`src/source/spi_pkg.sv`:
```
// Shared types, sizes and register map of the APB SPI master
// Every RTL module and the testbench take what they need from here

package spi_pkg;

	// ======================================================================
	// Sizes
	// ======================================================================
	localparam int FIFO_DEPTH = 8;		// Entries in TX and RX FIFO
	localparam int SS_COUNT   = 4;		// Slave select lines
	localparam int DIV_CNT_W  = 3;		// Half period counter, up to 8 PCLK
	localparam int BIT_CNT_W  = 3;		// Bit position within a byte

	typedef logic [9:0]  apb_addr_t;	// Word address, PADDR[11:2]
	typedef logic [31:0] apb_data_t;
	typedef logic [7:0]  spi_byte_t;	// One SPI byte, one FIFO entry

	// ======================================================================
	// Register map, word addresses
	// ======================================================================
	localparam apb_addr_t ADDR_CONFIG  = 10'h000;	// Byte 0x000, RW
	localparam apb_addr_t ADDR_DATA    = 10'h001;	// Byte 0x004, W pushes TX, R pops RX
	localparam apb_addr_t ADDR_STATUS  = 10'h002;	// Byte 0x008, RO
	localparam apb_addr_t ADDR_INTCLR  = 10'h003;	// Byte 0x00C, write 1 to clear
	localparam apb_addr_t ADDR_INTSTAT = 10'h004;	// Byte 0x010, RO

	// CONFIG layout, bit 8 down to bit 0
	typedef struct packed {
		logic                        enable;	// Global enable
		logic                        tx_ie;		// TX empty interrupt enable
		logic                        rx_ie;		// RX done interrupt enable
		logic                        cpol;		// Idle level of SCK
		logic                        cpha;		// 1 = sample on trailing edge
		logic [$clog2(SS_COUNT)-1:0] ss_sel;	// Which ss_n line to drive
		logic [1:0]                  div;		// SCK period = 2 << div PCLK
	} spi_cfg_t;

	typedef struct packed {
		logic busy;
		logic tx_full;
		logic rx_empty;
		logic rx_full;
	} spi_status_t;

	// Same layout for INTSTAT and INTCLR
	typedef struct packed {
		logic rx_done;
		logic tx_empty;
	} spi_irq_t;

	typedef enum logic [1:0] {RESP_IDLE, RESP_WAIT, RESP_ERROR} apb_resp_state_t;
	typedef enum logic [1:0] {SPI_IDLE, SPI_SHIFT, SPI_DONE} spi_state_t;

endpackage

```
`src/source/sync_fifo.sv`:
```
// Synchronous FIFO, used for both the TX and the RX byte queue
// Head entry shows on dout without a pop; a push when full or a pop when empty is dropped

`timescale 1ns/1ps

module sync_fifo #(
	parameter int DEPTH = 8,
	parameter int WIDTH = 8
) (
	input  logic             PCLK,
	input  logic             PRESETn,
	input  logic             push,
	input  logic             pop,
	input  logic [WIDTH-1:0] din,
	output logic [WIDTH-1:0] dout,
	output logic             full,
	output logic             empty
);

	logic [WIDTH-1:0]           mem [DEPTH];
	logic [$clog2(DEPTH)-1:0]   wr_ptr;
	logic [$clog2(DEPTH)-1:0]   rd_ptr;
	logic [$clog2(DEPTH+1)-1:0] count;		// Entries held, 0 to DEPTH
	logic                       do_push;
	logic                       do_pop;

	assign do_push = push && !full;
	assign do_pop  = pop && !empty;

	assign full  = (count == ($clog2(DEPTH+1))'(DEPTH));
	assign empty = (count == '0);
	assign dout  = mem[rd_ptr];			// First word fall through

	// Pointers and fill level
	always_ff @(posedge PCLK or negedge PRESETn)
	begin
		if (!PRESETn)
		begin
			wr_ptr <= '0;
			rd_ptr <= '0;
			count  <= '0;
		end
		else
		begin
			if (do_push)
				wr_ptr <= (wr_ptr == ($clog2(DEPTH))'(DEPTH-1)) ? '0 : wr_ptr + 1'b1;
			if (do_pop)
				rd_ptr <= (rd_ptr == ($clog2(DEPTH))'(DEPTH-1)) ? '0 : rd_ptr + 1'b1;
			if (do_push && !do_pop)
				count <= count + 1'b1;
			else if (do_pop && !do_push)
				count <= count - 1'b1;	// Push and pop together keep the level
		end
	end

	// Storage
	always_ff @(posedge PCLK)
	begin
		if (do_push)
			mem[wr_ptr] <= din;
	end

endmodule

```
`src/source/apb_reg_block.sv`:
```
// APB slave side of the SPI master: address decode, CONFIG, data window,
// STATUS, sticky interrupts and the PREADY/PSLVERR response machine.
// Good accesses finish with no wait state, bad ones take one wait then an error

`timescale 1ns/1ps

module apb_reg_block import spi_pkg::*;
(
	input  logic        PCLK,
	input  logic        PRESETn,
	input  logic        psel,
	input  logic        penable,
	input  logic        pwrite,
	input  apb_addr_t   paddr,
	input  apb_data_t   pwdata,
	output apb_data_t   prdata,
	output logic        pready,
	output logic        pslverr,
	output spi_cfg_t    cfg,
	input  spi_status_t status,
	input  spi_byte_t   rx_data,			// Head of RX FIFO
	output logic        tx_push,
	output spi_byte_t   tx_data,
	output logic        rx_pop,
	input  logic        tx_pop_empty,		// TX FIFO ran dry after a pop
	input  logic        rx_done,			// One byte received
	output spi_irq_t    irq
);

	apb_resp_state_t state;
	apb_resp_state_t state_next;
	spi_cfg_t        cfg_q;
	spi_irq_t        irq_q;
	spi_irq_t        irq_set;
	spi_irq_t        irq_clr;
	logic            bad_access;
	logic            access_ok;
	logic            wr_ok;
	logic            rd_ok;

	// ======================================================================
	// Access decode
	// ======================================================================
	always_comb
	begin
		bad_access = 1'b0;
		if (paddr > ADDR_INTSTAT)
			bad_access = 1'b1;						// Outside the map
		else if (pwrite && (paddr == ADDR_STATUS || paddr == ADDR_INTSTAT))
			bad_access = 1'b1;						// Read only
		else if (!pwrite && paddr == ADDR_DATA && status.rx_empty)
			bad_access = 1'b1;						// Nothing to read
		else if (pwrite && paddr == ADDR_DATA && status.tx_full)
			bad_access = 1'b1;						// No room to write
	end

	// Only a clean access phase in RESP_IDLE touches any state
	assign access_ok = psel && penable && (state == RESP_IDLE) && !bad_access;
	assign wr_ok     = access_ok && pwrite;
	assign rd_ok     = access_ok && !pwrite;

	assign tx_push = wr_ok && (paddr == ADDR_DATA);
	assign tx_data = pwdata[$bits(spi_byte_t)-1:0];
	assign rx_pop  = rd_ok && (paddr == ADDR_DATA);

	// ======================================================================
	// Response FSM
	// ======================================================================
	always_ff @(posedge PCLK or negedge PRESETn)
	begin
		if (!PRESETn)
			state <= RESP_IDLE;
		else
			state <= state_next;
	end

	always_comb
	begin
		state_next = state;
		pready     = 1'b1;
		pslverr    = 1'b0;
		case (state)
			RESP_IDLE:
			begin
				if (psel && !penable && bad_access)	// Caught in setup phase
					state_next = RESP_WAIT;
			end
			RESP_WAIT:
			begin
				pready     = 1'b0;					// One wait state
				state_next = RESP_ERROR;
			end
			RESP_ERROR:
			begin
				pslverr    = 1'b1;					// Completes with error
				state_next = RESP_IDLE;
			end
			default: state_next = RESP_IDLE;
		endcase
	end

	// ======================================================================
	// CONFIG and sticky interrupts
	// ======================================================================
	assign irq_set.tx_empty = tx_pop_empty && cfg_q.tx_ie;
	assign irq_set.rx_done  = rx_done && cfg_q.rx_ie;
	assign irq_clr = (wr_ok && paddr == ADDR_INTCLR) ?
		spi_irq_t'(pwdata[$bits(spi_irq_t)-1:0]) : '0;

	always_ff @(posedge PCLK or negedge PRESETn)
	begin
		if (!PRESETn)
		begin
			cfg_q <= '0;
			irq_q <= '0;
		end
		else
		begin
			if (wr_ok && paddr == ADDR_CONFIG)
				cfg_q <= spi_cfg_t'(pwdata[$bits(spi_cfg_t)-1:0]);
			irq_q <= spi_irq_t'((irq_q & ~irq_clr) | irq_set);	// New event wins over clear
		end
	end

	assign cfg = cfg_q;
	assign irq = irq_q;

	// Read mux, INTCLR reads as zero
	always_comb
	begin
		prdata = '0;
		case (paddr)
			ADDR_CONFIG:  prdata[$bits(spi_cfg_t)-1:0]    = cfg_q;
			ADDR_DATA:    prdata[$bits(spi_byte_t)-1:0]   = rx_data;
			ADDR_STATUS:  prdata[$bits(spi_status_t)-1:0] = status;
			ADDR_INTSTAT: prdata[$bits(spi_irq_t)-1:0]    = irq_q;
			default:      prdata = '0;
		endcase
	end

endmodule

```
`src/source/spi_clock_gen.sv`:
```
// SCK generator for the SPI master
// Divides PCLK while run is high and flags each SCK edge as leading or trailing;
// with run low SCK rests at cpol

`timescale 1ns/1ps

module spi_clock_gen import spi_pkg::*;
(
	input  logic     PCLK,
	input  logic     PRESETn,
	input  spi_cfg_t cfg,
	input  logic     run,
	output logic     sck,
	output logic     lead_edge,		// SCK leaves its idle level
	output logic     trail_edge		// SCK returns to its idle level
);

	logic [DIV_CNT_W-1:0] cnt;			// PCLK cycles in this half period
	logic [DIV_CNT_W-1:0] half_max;		// Last count of a half period
	logic                 phase;		// 1 while SCK is away from cpol
	logic                 tick;

	// Half period of 1, 2, 4 or 8 PCLK
	assign half_max = DIV_CNT_W'((1 << cfg.div) - 1);
	assign tick     = run && (cnt == half_max);

	always_ff @(posedge PCLK or negedge PRESETn)
	begin
		if (!PRESETn)
		begin
			cnt   <= '0;
			phase <= 1'b0;
		end
		else if (!run)
		begin
			cnt   <= '0;				// Park between transfers
			phase <= 1'b0;
		end
		else if (tick)
		begin
			cnt   <= '0;
			phase <= ~phase;			// SCK toggles
		end
		else
			cnt <= cnt + 1'b1;
	end

	assign sck        = cfg.cpol ^ phase;
	assign lead_edge  = tick && !phase;
	assign trail_edge = tick && phase;

endmodule

```
`src/source/spi_shift_engine.sv`:
```
// Transfer engine of the SPI master, 8 bit full duplex, MSB first
// Pops a byte from TX, shifts it out over eight SCK periods while shifting in
// MISO, then pushes the received byte to RX and frees the slave select

`timescale 1ns/1ps

module spi_shift_engine import spi_pkg::*;
(
	input  logic                PCLK,
	input  logic                PRESETn,
	input  spi_cfg_t            cfg,
	input  logic                tx_empty,
	input  logic                rx_full,
	output logic                tx_pop,
	input  spi_byte_t           tx_byte,		// Head of TX FIFO
	output logic                rx_push,
	output spi_byte_t           rx_byte,
	output logic                run,			// Clock generator active
	input  logic                lead_edge,
	input  logic                trail_edge,
	output logic                mosi,
	input  logic                miso,
	output logic [SS_COUNT-1:0] ss_n,
	output logic                busy,
	output logic                rx_done,
	output logic                tx_pop_empty
);

	spi_state_t                  state;
	spi_byte_t                   tx_sr;			// Outgoing bits, MSB on mosi
	spi_byte_t                   rx_sr;			// Incoming bits enter at LSB
	logic [BIT_CNT_W-1:0]        bit_cnt;		// Trailing edges seen
	logic [$clog2(SS_COUNT)-1:0] ss_sel_q;		// Select held for the transfer
	logic                        popped_q;
	logic                        start;
	logic                        sample_edge;
	logic                        shift_edge;
	logic                        last_edge;

	// Back-pressure, no start while RX has no room
	assign start = (state == SPI_IDLE) && cfg.enable && !tx_empty && !rx_full;

	// cpha 0: sample on leading, shift on trailing; cpha 1 the other way round
	assign sample_edge = cfg.cpha ? trail_edge : lead_edge;
	assign shift_edge  = cfg.cpha ? (lead_edge && bit_cnt != '0) : trail_edge;
	assign last_edge   = trail_edge && (bit_cnt == '1);

	// ======================================================================
	// Transfer FSM
	// ======================================================================
	always_ff @(posedge PCLK or negedge PRESETn)
	begin
		if (!PRESETn)
		begin
			state    <= SPI_IDLE;
			bit_cnt  <= '0;
			ss_sel_q <= '0;
			popped_q <= 1'b0;
			tx_sr    <= '0;
		end
		else
		begin
			popped_q <= tx_pop;
			case (state)
				SPI_IDLE:
				begin
					if (start)
					begin
						state    <= SPI_SHIFT;
						bit_cnt  <= '0;
						ss_sel_q <= cfg.ss_sel;
						tx_sr    <= tx_byte;		// Bit 7 ready before first edge
					end
				end
				SPI_SHIFT:
				begin
					if (trail_edge)
						bit_cnt <= bit_cnt + 1'b1;
					if (shift_edge)
						tx_sr <= {tx_sr[6:0], 1'b0};
					if (last_edge)
						state <= SPI_DONE;			// Eighth SCK period over
				end
				SPI_DONE: state <= SPI_IDLE;
				default:  state <= SPI_IDLE;
			endcase
		end
	end

	always_ff @(posedge PCLK)
	begin
		if (run && sample_edge)
			rx_sr <= {rx_sr[6:0], miso};
	end

	// Only the latched slave goes low, and only while shifting
	always_comb
	begin
		ss_n = '1;
		if (state == SPI_SHIFT)
			ss_n[ss_sel_q] = 1'b0;
	end

	assign run          = (state == SPI_SHIFT);
	assign busy         = (state != SPI_IDLE);
	assign mosi         = tx_sr[7];
	assign tx_pop       = start;
	assign rx_push      = (state == SPI_DONE) && !rx_full;
	assign rx_done      = (state == SPI_DONE);
	assign rx_byte      = rx_sr;
	assign tx_pop_empty = popped_q && tx_empty;	// Last queued byte just left

endmodule

```
`src/source/apb_spi_top.sv`:
```
// Top level of the APB SPI master peripheral
// Connects the APB register block, the TX and RX FIFOs, the SCK generator
// and the shift engine; the SPI pins and interrupts leave from here

`timescale 1ns/1ps

module apb_spi_top import spi_pkg::*;
(
	input  logic                PCLK,
	input  logic                PRESETn,
	// APB slave
	input  logic                psel,
	input  logic                penable,
	input  logic                pwrite,
	input  apb_addr_t           paddr,
	input  apb_data_t           pwdata,
	output apb_data_t           prdata,
	output logic                pready,
	output logic                pslverr,
	// SPI master
	output logic                sck,
	output logic                mosi,
	input  logic                miso,
	output logic [SS_COUNT-1:0] ss_n,			// Active low
	// Interrupts
	output logic                tx_int,
	output logic                rx_int,
	output logic                comb_int
);

	spi_cfg_t    cfg;
	spi_status_t status;
	spi_irq_t    irq;
	spi_byte_t   tx_wdata;		// APB to TX FIFO
	spi_byte_t   tx_byte;		// TX FIFO to engine
	spi_byte_t   rx_byte;		// Engine to RX FIFO
	spi_byte_t   rx_data;		// RX FIFO to APB
	logic        tx_push;
	logic        tx_pop;
	logic        tx_full;
	logic        tx_empty;
	logic        rx_push;
	logic        rx_pop;
	logic        rx_full;
	logic        rx_empty;
	logic        busy;
	logic        rx_done;
	logic        tx_pop_empty;
	logic        run;
	logic        lead_edge;
	logic        trail_edge;

	assign status = '{busy: busy, tx_full: tx_full, rx_empty: rx_empty, rx_full: rx_full};

	assign tx_int   = irq.tx_empty;
	assign rx_int   = irq.rx_done;
	assign comb_int = tx_int | rx_int;

	apb_reg_block regs (
		.PCLK(PCLK), .PRESETn(PRESETn),
		.psel(psel), .penable(penable), .pwrite(pwrite),
		.paddr(paddr), .pwdata(pwdata), .prdata(prdata),
		.pready(pready), .pslverr(pslverr),
		.cfg(cfg), .status(status), .rx_data(rx_data),
		.tx_push(tx_push), .tx_data(tx_wdata), .rx_pop(rx_pop),
		.tx_pop_empty(tx_pop_empty), .rx_done(rx_done), .irq(irq)
	);

	sync_fifo #(.DEPTH(FIFO_DEPTH), .WIDTH($bits(spi_byte_t))) tx_fifo (
		.PCLK(PCLK), .PRESETn(PRESETn),
		.push(tx_push), .pop(tx_pop), .din(tx_wdata),
		.dout(tx_byte), .full(tx_full), .empty(tx_empty)
	);

	sync_fifo #(.DEPTH(FIFO_DEPTH), .WIDTH($bits(spi_byte_t))) rx_fifo (
		.PCLK(PCLK), .PRESETn(PRESETn),
		.push(rx_push), .pop(rx_pop), .din(rx_byte),
		.dout(rx_data), .full(rx_full), .empty(rx_empty)
	);

	spi_clock_gen clk_gen (
		.PCLK(PCLK), .PRESETn(PRESETn), .cfg(cfg), .run(run),
		.sck(sck), .lead_edge(lead_edge), .trail_edge(trail_edge)
	);

	spi_shift_engine engine (
		.PCLK(PCLK), .PRESETn(PRESETn), .cfg(cfg),
		.tx_empty(tx_empty), .rx_full(rx_full),
		.tx_pop(tx_pop), .tx_byte(tx_byte),
		.rx_push(rx_push), .rx_byte(rx_byte), .run(run),
		.lead_edge(lead_edge), .trail_edge(trail_edge),
		.mosi(mosi), .miso(miso), .ss_n(ss_n),
		.busy(busy), .rx_done(rx_done), .tx_pop_empty(tx_pop_empty)
	);

endmodule

```
`config.mk`:
```
export PLATFORM = sky130hd
export DESIGN_NAME = apb_spi_top
export DESIGN_NICKNAME = d
export VERILOG_FILES = /design/src/source/spi_pkg.sv /design/src/source/sync_fifo.sv /design/src/source/apb_reg_block.sv /design/src/source/spi_clock_gen.sv /design/src/source/spi_shift_engine.sv /design/src/source/apb_spi_top.sv
export SDC_FILE = /design/constraint.sdc
export NUM_CORES = 1
export LEC_CHECK = 0
export BUFFER_PORTS_ARGS = -buffer_cell sky130_fd_sc_hd__buf_4
export CELL_PAD_IN_SITES_DETAIL_PLACEMENT = 0
export CELL_PAD_IN_SITES_GLOBAL_PLACEMENT = 2
export CORE_MARGIN = 3
export CORE_UTILIZATION = 43
export DETAILED_ROUTE_END_ITERATION = 16
export HOLD_SLACK_MARGIN = 0.1
export PLACE_DENSITY = 0.85
export SLEW_MARGIN = 40
export SYNTH_ARGS = -nofsm -noshare
export SYNTH_HDL_FRONTEND = slang
export SYNTH_HIERARCHICAL = 1
export SYNTH_SLANG_ARGS = --single-unit
```
`constraint.sdc`:
```
create_clock -name PCLK -period 3.7 [get_ports PCLK]
set_input_delay 0.74 -clock PCLK [delete_from_list [all_inputs] [get_ports PCLK]]
set_output_delay 0.74 -clock PCLK [all_outputs]
set_load 0.02 [all_outputs]
```
Word level (Yosys, flattened, before mapping)
Memories as Yosys holds them, arrays and structs flattened.
Index checks and enable logic that the tools add are counted.
{"block": "totals", "memories": 2, "out_inout_bits": 43, "in_bits": 48, "word_cells": 178, "register_bits": 61, "ram_bits": 128}
{"block": "op_classes", "shift": 1, "bitwise_logic": 7, "add_sub_neg": 11, "n_mux": 43, "n_reduce_logical": 65, "eq_ne": 22, "magnitude_cmp": 3}
{"name": "rx_fifo.mem", "depth": 8, "width": 8, "rd": 1, "rd_ports_with_merged_regs": 0, "wr": 1, "line_no": "sync_fifo.sv:20", "source": "logic [WIDTH-1:0] mem [DEPTH];"}
{"name": "tx_fifo.mem", "depth": 8, "width": 8, "rd": 1, "rd_ports_with_merged_regs": 0, "wr": 1, "line_no": "sync_fifo.sv:20"}
{"cell": "$logic_and 1x1->1", "n": 38}
{"cell": "$mux 3", "n": 8}
{"cell": "$eq 10x2->1 const B", "n": 2}
{"cell": "$mux 4", "n": 5}
{"cell": "$add 3x1->3 const B", "n": 6}
{"cell": "$mux 1", "n": 16}
{"cell": "$mux 8", "n": 2}
{"cell": "$pmux 8 s2", "n": 1}
{"cell": "$eq 3x3->1 const B", "n": 5}
{"cell": "$logic_not 1->1", "n": 12}
{"cell": "$eq 10x1->1 const B", "n": 1}
{"cell": "$eq 10x3->1 const B", "n": 1}
{"cell": "$gt 10x3->1 const B", "n": 1}
{"cell": "$logic_not 10->1", "n": 1}
{"cell": "$add 4x1->4 const B", "n": 2}
{"cell": "$eq 4x4->1 const B", "n": 2}
{"cell": "$logic_not 4->1", "n": 2}
{"cell": "$mux 2", "n": 4}
{"cell": "$ne 2x1->1 const B", "n": 4}
{"cell": "$pmux 2 s2", "n": 2}
{"cell": "$pmux 2 s4", "n": 1}
{"cell": "$pmux 4 s2", "n": 1}
{"cell": "$reduce_bool 2->1", "n": 4}
{"cell": "$sub 4x1->4 const B", "n": 2}
{"cell": "23 further kinds", "n": 29}

Longest topological paths before layout
{"block": "depth", "ltp_word": 16, "ltp_mapped": 13, "depth_no_buf": 13}

Cells and area by module
The synthesis kept the hierarchy.
{"module": "sync_fifo (rx_fifo)", "area_per_inst_um2": 3160.5, "instances": 1, "seq_area_each_um2": 2172.1, "cells_each": 159}
{"module": "sync_fifo (tx_fifo)", "area_per_inst_um2": 3133.0, "instances": 1, "seq_area_each_um2": 2172.1, "cells_each": 157}
{"module": "apb_reg_block", "area_per_inst_um2": 1186.1, "instances": 1, "seq_area_each_um2": 325.3, "cells_each": 120}
{"module": "spi_shift_engine", "area_per_inst_um2": 1108.6, "instances": 1, "seq_area_each_um2": 640.6, "cells_each": 93}
{"module": "spi_clock_gen", "area_per_inst_um2": 242.7, "instances": 1, "seq_area_each_um2": 100.1, "cells_each": 24}
{"module": "apb_spi_top", "area_per_inst_um2": 6.3, "instances": 1, "seq_area_each_um2": 0.0, "cells_each": 1}

Least setup slack after synthesis
Ideal clock, no wire load.
{"block": "synth_path", "path_type": "input to register", "start": "in paddr[2]", "end": "reg tx_fifo.count[3]", "required_ns": 3.569, "slack_ns": 0.077, "setup_time_ns": 0.131, "t_arrival_ns": 3.492, "stages": 12, "cell_sequence": "buf_6 nor4_4 nand3b_1 a2111oi_1 nand2_4 inv_1 ha_1 inv_1 ha_1 or4_1 o211ai_1 o211ai_1"}
{"block": "synth_via", "elab_chain_len": 15, "word_cells_on_any_way": 24, "classes_between": "1 x order compare; 3 x eq/ne; 5 x mux; 15 x reduce/logical"}
{"item": "start, declared", "line_no": "apb_spi_top.sv:15", "source": "input apb_addr_t paddr,"}
{"item": "$eq 10x1->1", "line_no": "apb_reg_block.sv:51, apb_reg_block.sv:53, apb_reg_block.sv:62"}
{"item": "$logic_and 1x1->1 (2 in a row)", "line_no": "apb_reg_block.sv:53", "source": "else if (pwrite && paddr == ADDR_DATA && status.tx_full)"}
{"item": "$mux 1", "line_no": "apb_reg_block.sv:53"}
{"item": "$mux 1", "line_no": "apb_reg_block.sv:51", "source": "else if (!pwrite && paddr == ADDR_DATA && status.rx_empty)"}
{"item": "$mux 1", "line_no": "apb_reg_block.sv:49", "source": "else if (pwrite && (paddr == ADDR_STATUS || paddr == ADDR_INTSTAT))"}
{"item": "$mux 1", "line_no": "apb_reg_block.sv:47", "source": "if (paddr > ADDR_INTSTAT)"}
{"item": "$logic_not 1->1", "line_no": "apb_reg_block.sv:58", "source": "assign access_ok = psel && penable && (state == RESP_IDLE) && !bad_access;"}
{"item": "$logic_and 1x1->1", "line_no": "apb_reg_block.sv:58"}
{"item": "$logic_and 1x1->1", "line_no": "apb_reg_block.sv:59", "source": "assign wr_ok = access_ok && pwrite;"}
{"item": "$logic_and 1x1->1 (*)", "line_no": "apb_reg_block.sv:62", "source": "assign tx_push = wr_ok && (paddr == ADDR_DATA);"}
{"item": "net tx_push", "line_no": "apb_spi_top.sv:38", "source": "logic tx_push;"}
{"item": "$logic_and 1x1->1 (*)", "line_no": "sync_fifo.sv:27", "source": "assign do_push = push && !full;"}
{"item": "net tx_fifo.do_push", "line_no": "sync_fifo.sv:24", "source": "logic do_push;"}
{"item": "$logic_not 1->1", "line_no": "sync_fifo.sv:51", "source": "else if (do_pop && !do_push)"}
{"item": "$logic_and 1x1->1", "line_no": "sync_fifo.sv:51"}
{"item": "$reduce_bool 2->1 (no source line)"}
{"item": "end signal, assigned", "line_no": "sync_fifo.sv:50", "source": "count <= count + 1'b1;"}
{"item": "end signal, assigned", "line_no": "sync_fifo.sv:52", "source": "count <= count - 1'b1;"}
{"item": "end, declared", "line_no": "sync_fifo.sv:23", "source": "logic [$clog2(DEPTH+1)-1:0] count;"}
The timed path passes the listed nets; every way through them passes the cells marked *.
A chain may end at the register's enable or synchronous reset.

Final worst setup path
{"block": "layout_path", "start": "reg rx_fifo.count[0]", "end": "out prdata[0]"}
{"block": "layout_via", "elab_chain_len": 2}
{"item": "start, declared", "line_no": "sync_fifo.sv:23"}
{"item": "start signal, assigned", "line_no": "sync_fifo.sv:50"}
{"item": "start signal, assigned", "line_no": "sync_fifo.sv:52"}
{"item": "$eq 4x4->1", "line_no": "sync_fifo.sv:30", "source": "assign full = (count == ($clog2(DEPTH+1))'(DEPTH));"}
{"item": "net rx_full", "line_no": "apb_spi_top.sv:44", "source": "logic rx_full;"}
{"item": "$pmux 2 s4", "line_no": "apb_reg_block.sv:132", "source": "case (paddr)"}
{"item": "end, declared", "line_no": "apb_spi_top.sv:17", "source": "output apb_data_t prdata,"}
The timed path passes the listed nets, and every way through them passes these cells.

==> metrics.md <==
| Metric | Value |
|---|---|
| Status | complete, no violations |
| Synth top cells by count | edfxtp_1 (136), dfrtp_1 (53), nand2_1 (39) |
| Drt drc | 0 |
| Reg2reg end | tx_fifo/count[3] |
| Max Fanout on Critical Path | 7 |
| Post-layout nets | between 600 and 700 |
| Clk sinks | 189 |
| IO Port Bufs | 44 |
| Via count | roughly 4800 |
| Netlist cell types | 67 |
| DR pass1 iterations | 5 |
| Drt wl/cell | around 19 um |
| R2r worst-path depth | 14 |
| Maximum VDD drop | 0.379 mV |
| CP top delay family | simple AND/OR/NAND/NOR gates |
| Final hold violations | 0 |
| Skew-Pair Late Insertion Delay | about 0.43 ns |
| Sw Ratio | a little over a fifth |
| Synth top area share | a little under half |
| Slew at the pin closest to its max-slew limit | 0.810 ns |
| CTS H-tree depth | 4 |
| Fmax | approximately 0.29 GHz |
| Crit-path cells | or4b_4, inv_1, mux2i_1, or2_2, a221oi_1, buf_4 |
| GRT overflow | 0 |
| Flop pwr share | between 50% and 60% |
| IO Pins | 91 |
| Final ANT Viol Nets | 0 |
| Tot Pwr | 0.00429 W |
| Avg Cell Area, Syn | around 16 sq um |
| Deepest clock path buffer count | 2 |
| Most instantiated library cell after synthesis | edfxtp_1 |
| Tmin final | between 3 and 4 ns |
| CP Data Required Time | 2.96 ns |
| Post-synth EDFFs | 136 |
| Setup violations, final | 0 |
| # rows | between 50 and 60 |
| End point of the critical path | prdata[0] |
| Register area share after synthesis | ~61% |
| Drt initial violations | approximately 320 |
| Async SR Flop Fraction | approximately 28% |
| Die Y | 149 um |
| Critical path launch point type | flip-flop |
| ANT cells | 0 |
| Area grow syn2layout | 14.1% |
| #FFs+latches synth | 189 |
| Critical Path Stages | 6 |
| Critical setup path kind | flip-flop to primary output |
| Max-cap viol count | 0 |
| CP arrival | approximately 2.8 ns |
| Worst setup EP type | primary output |
| Die area | about 22000 sq um |
| Share of layout cells above drive strength 1 | a little under a third |
| Global-route wire length before repair | 27500 um |
| Non-Filler Instances | 899 |
| Pint | ~0.0034 W |
| Initial antenna violation count | 0 |
| Lkg Pwr | 3.85 nW |
| Filler cells | roughly 1600 |
| Vias per inst | around 5.3 |
| Final Cycle Share | a little over nine tenths |
| GP Congestion | between 0.7 and 0.8 |
| Largest net degree at the start of global routing | 54 |
| Core ar. | 19800 sq um |
| Number of global-route vias before repair | roughly 5000 |
| Clock transition at path regs | 0.06 ns |
| CP max-delay cell | or4b_4 |
| Critical R2R Launch | tx_fifo/count[1] |
| Post-DP HPWL | between 10000 and 15000 um |
| Yosys warns | 6 |
| Synthesized area | between 8000 and 9000 sq um |
| Starting density of the core | 44.5% |
| Final WL | 17200 um |
| PwrDens | between 400 and 500 nW/um^2 |
| Die width | 149 um |
| Total GRT Usage | roughly 16% |
| Placed cells | 866 |
| Worst Setup SP | rx_fifo/count[0] |
| Top cells by area, synth | edfxtp_1 (46%), dfrtp_1 (15%), mux4_2 (4.8%), mux2_4 (4.8%), mux4_1 (3.9%) |
| P_sw | between 0.0008 and 0.0009 W |
| R2R Setup Slk | 0.20 ns |
| Bufs and invs on worst path | 2 |
| Hold buffers post-CTS | 0 |
| Clock root buffer | clkbuf_16 |
| Biggest area consumer among synthesized cells | edfxtp_1 |
| Hold_ws | between 0.3 and 0.4 ns |
| Top_reg_cell synth | edfxtp_1 |
| Slew Limit Fails | 0 |
| Clock Skew | between 0.01 and 0.015 ns |
| Crit path largest cell delay | slightly below 0.6 ns |
| Post-Syn Instances | around 550 |
| Combinational fraction of design power | 4.2% |
| CTS tree | built |
| Power share of the clock group | ~43% |
| Hold WC Path Type | input pin to async pin |
| Max transition margin | a little under half |
| CTS Buf Count | 17 |
[worst min-delay path by stage]
stage,end,start,slack [ns],cells after the start
final,tx_fifo/rd_ptr[1],PRESETn,0.35,1
after global routing,tx_fifo/rd_ptr[1],PRESETn,0.40,1
after CTS,tx_fifo/rd_ptr[0],PRESETn,0.37,1
after detailed placement,regs/state[1],regs/state[1],0.48,1
after global placement,regs/state[1],regs/state[1],0.47,1
after floorplan,clk_gen/cnt[0],PRESETn,0.44,0
[power by group through the flow]
stage | registers (W) | clock network (W) | logic, W
final | 0.00228 | 0.00182 | 0.000182
after global routing | 0.00228 | 0.00196 | 0.000201
after CTS | 0.00228 | 0.00187 | 0.000183
after detailed placement | 0.00233 | 0 | 0.000182
after global placement | 0.00233 | 0 | 0.000177
after floorplan | 0.00232 | 0 | 0.000140
[kinds of logic (layout without fill, tap and decap cells)]
kind of cell,after synthesis,in the layout,share of synthesized area (%)
buffers and inverters,60,118,4.63
and+or+nand+nor,146,146,9.49
xor gates and xnor gates,6,6,0.595
muxes,90,90,17.1
adders and majority gates,20,20,3.00
AOI/OAI and AO/OA,42,42,3.92
other,1,23,0.0424
DFF,189,189,61.2
[state kept, by name, summed over array words and instances (netlist names), 2 cells and up]
signal / flops
rx_fifo/wr_ptr: 3
tx_fifo/rd_ptr: 3
tx_fifo/mem: 64
rx_fifo/rd_ptr: 3
tx_fifo/wr_ptr: 3
regs/cfg: 9
engine/state: 2
tx_fifo/count: 4
engine/rx_byte: 8
clk_gen/cnt: 3
engine/bit_cnt: 3
engine/tx_sr: 8
engine/ss_sel_q: 2
rx_fifo/mem: 64
regs/irq: 2
rx_fifo/count: 4
regs/state: 2
[metal layers]
layer | wire length (um) | global-route usage, % | up-vias
li1 | - | - | 2205
met4 | 210 | 4.49 | 0
met2 | 9480 | 29.6 | 93
met3 | 621 | 3.49 | 17
met1 | 6850 | 19.7 | 2471
met5 | 0 | 0 | -
[stage by stage]
stage | setup slack, ns | instance area [sq um] | util [%] | TNS, ns
6_report | 0.194 | 10100 | 50.8 | 0
5_1_grt | -0.0353 | 10100 | 50.8 | -0.0353
4_1_cts | 0.0240 | 10100 | 50.6 | 0
3_5_place_dp | 0.00862 | 9440 | 47.6 | 0
3_3_place_gp | 0.0500 | 9440 | 47.6 | 0
2_1_floorplan | 0.0768 | 8920 | - | 0
[timing repair]
item | CTS | global route
buffers inserted | 0 | 1
hold endpoints to repair | 0 | 0
resized for setup | 0 | 4
setup endpoints to repair | 0 | 2
[area by class of cell]
type                            count  area [sq um]  share of cell area, %
Sequential cell                   189          5410                   53.7
Multi-Input combinational cell    327          3120                   31.0
Timing Repair Buffer               75           563                   5.59
Clock buffer                       23           543                   5.39
Tap cell                          265           332                   3.29
Clock inverter                      9          68.8                  0.683
Inverter                           11          41.3                  0.410
[layout by cell type, fill, tap and decap left out, types with 12 or more instances in the layout]
master,instances
buf_4,75
clkbuf_16,21
conb_1,23
dfrtp_1,53
edfxtp_1,136
ha_1,17
mux2_2,14
mux2_4,28
mux2i_1,13
mux4_1,13
mux4_2,19
nand2_1,39
nand3_1,12
nor2_1,19
nor3_1,15
Power figures use the tool's default switching activity.
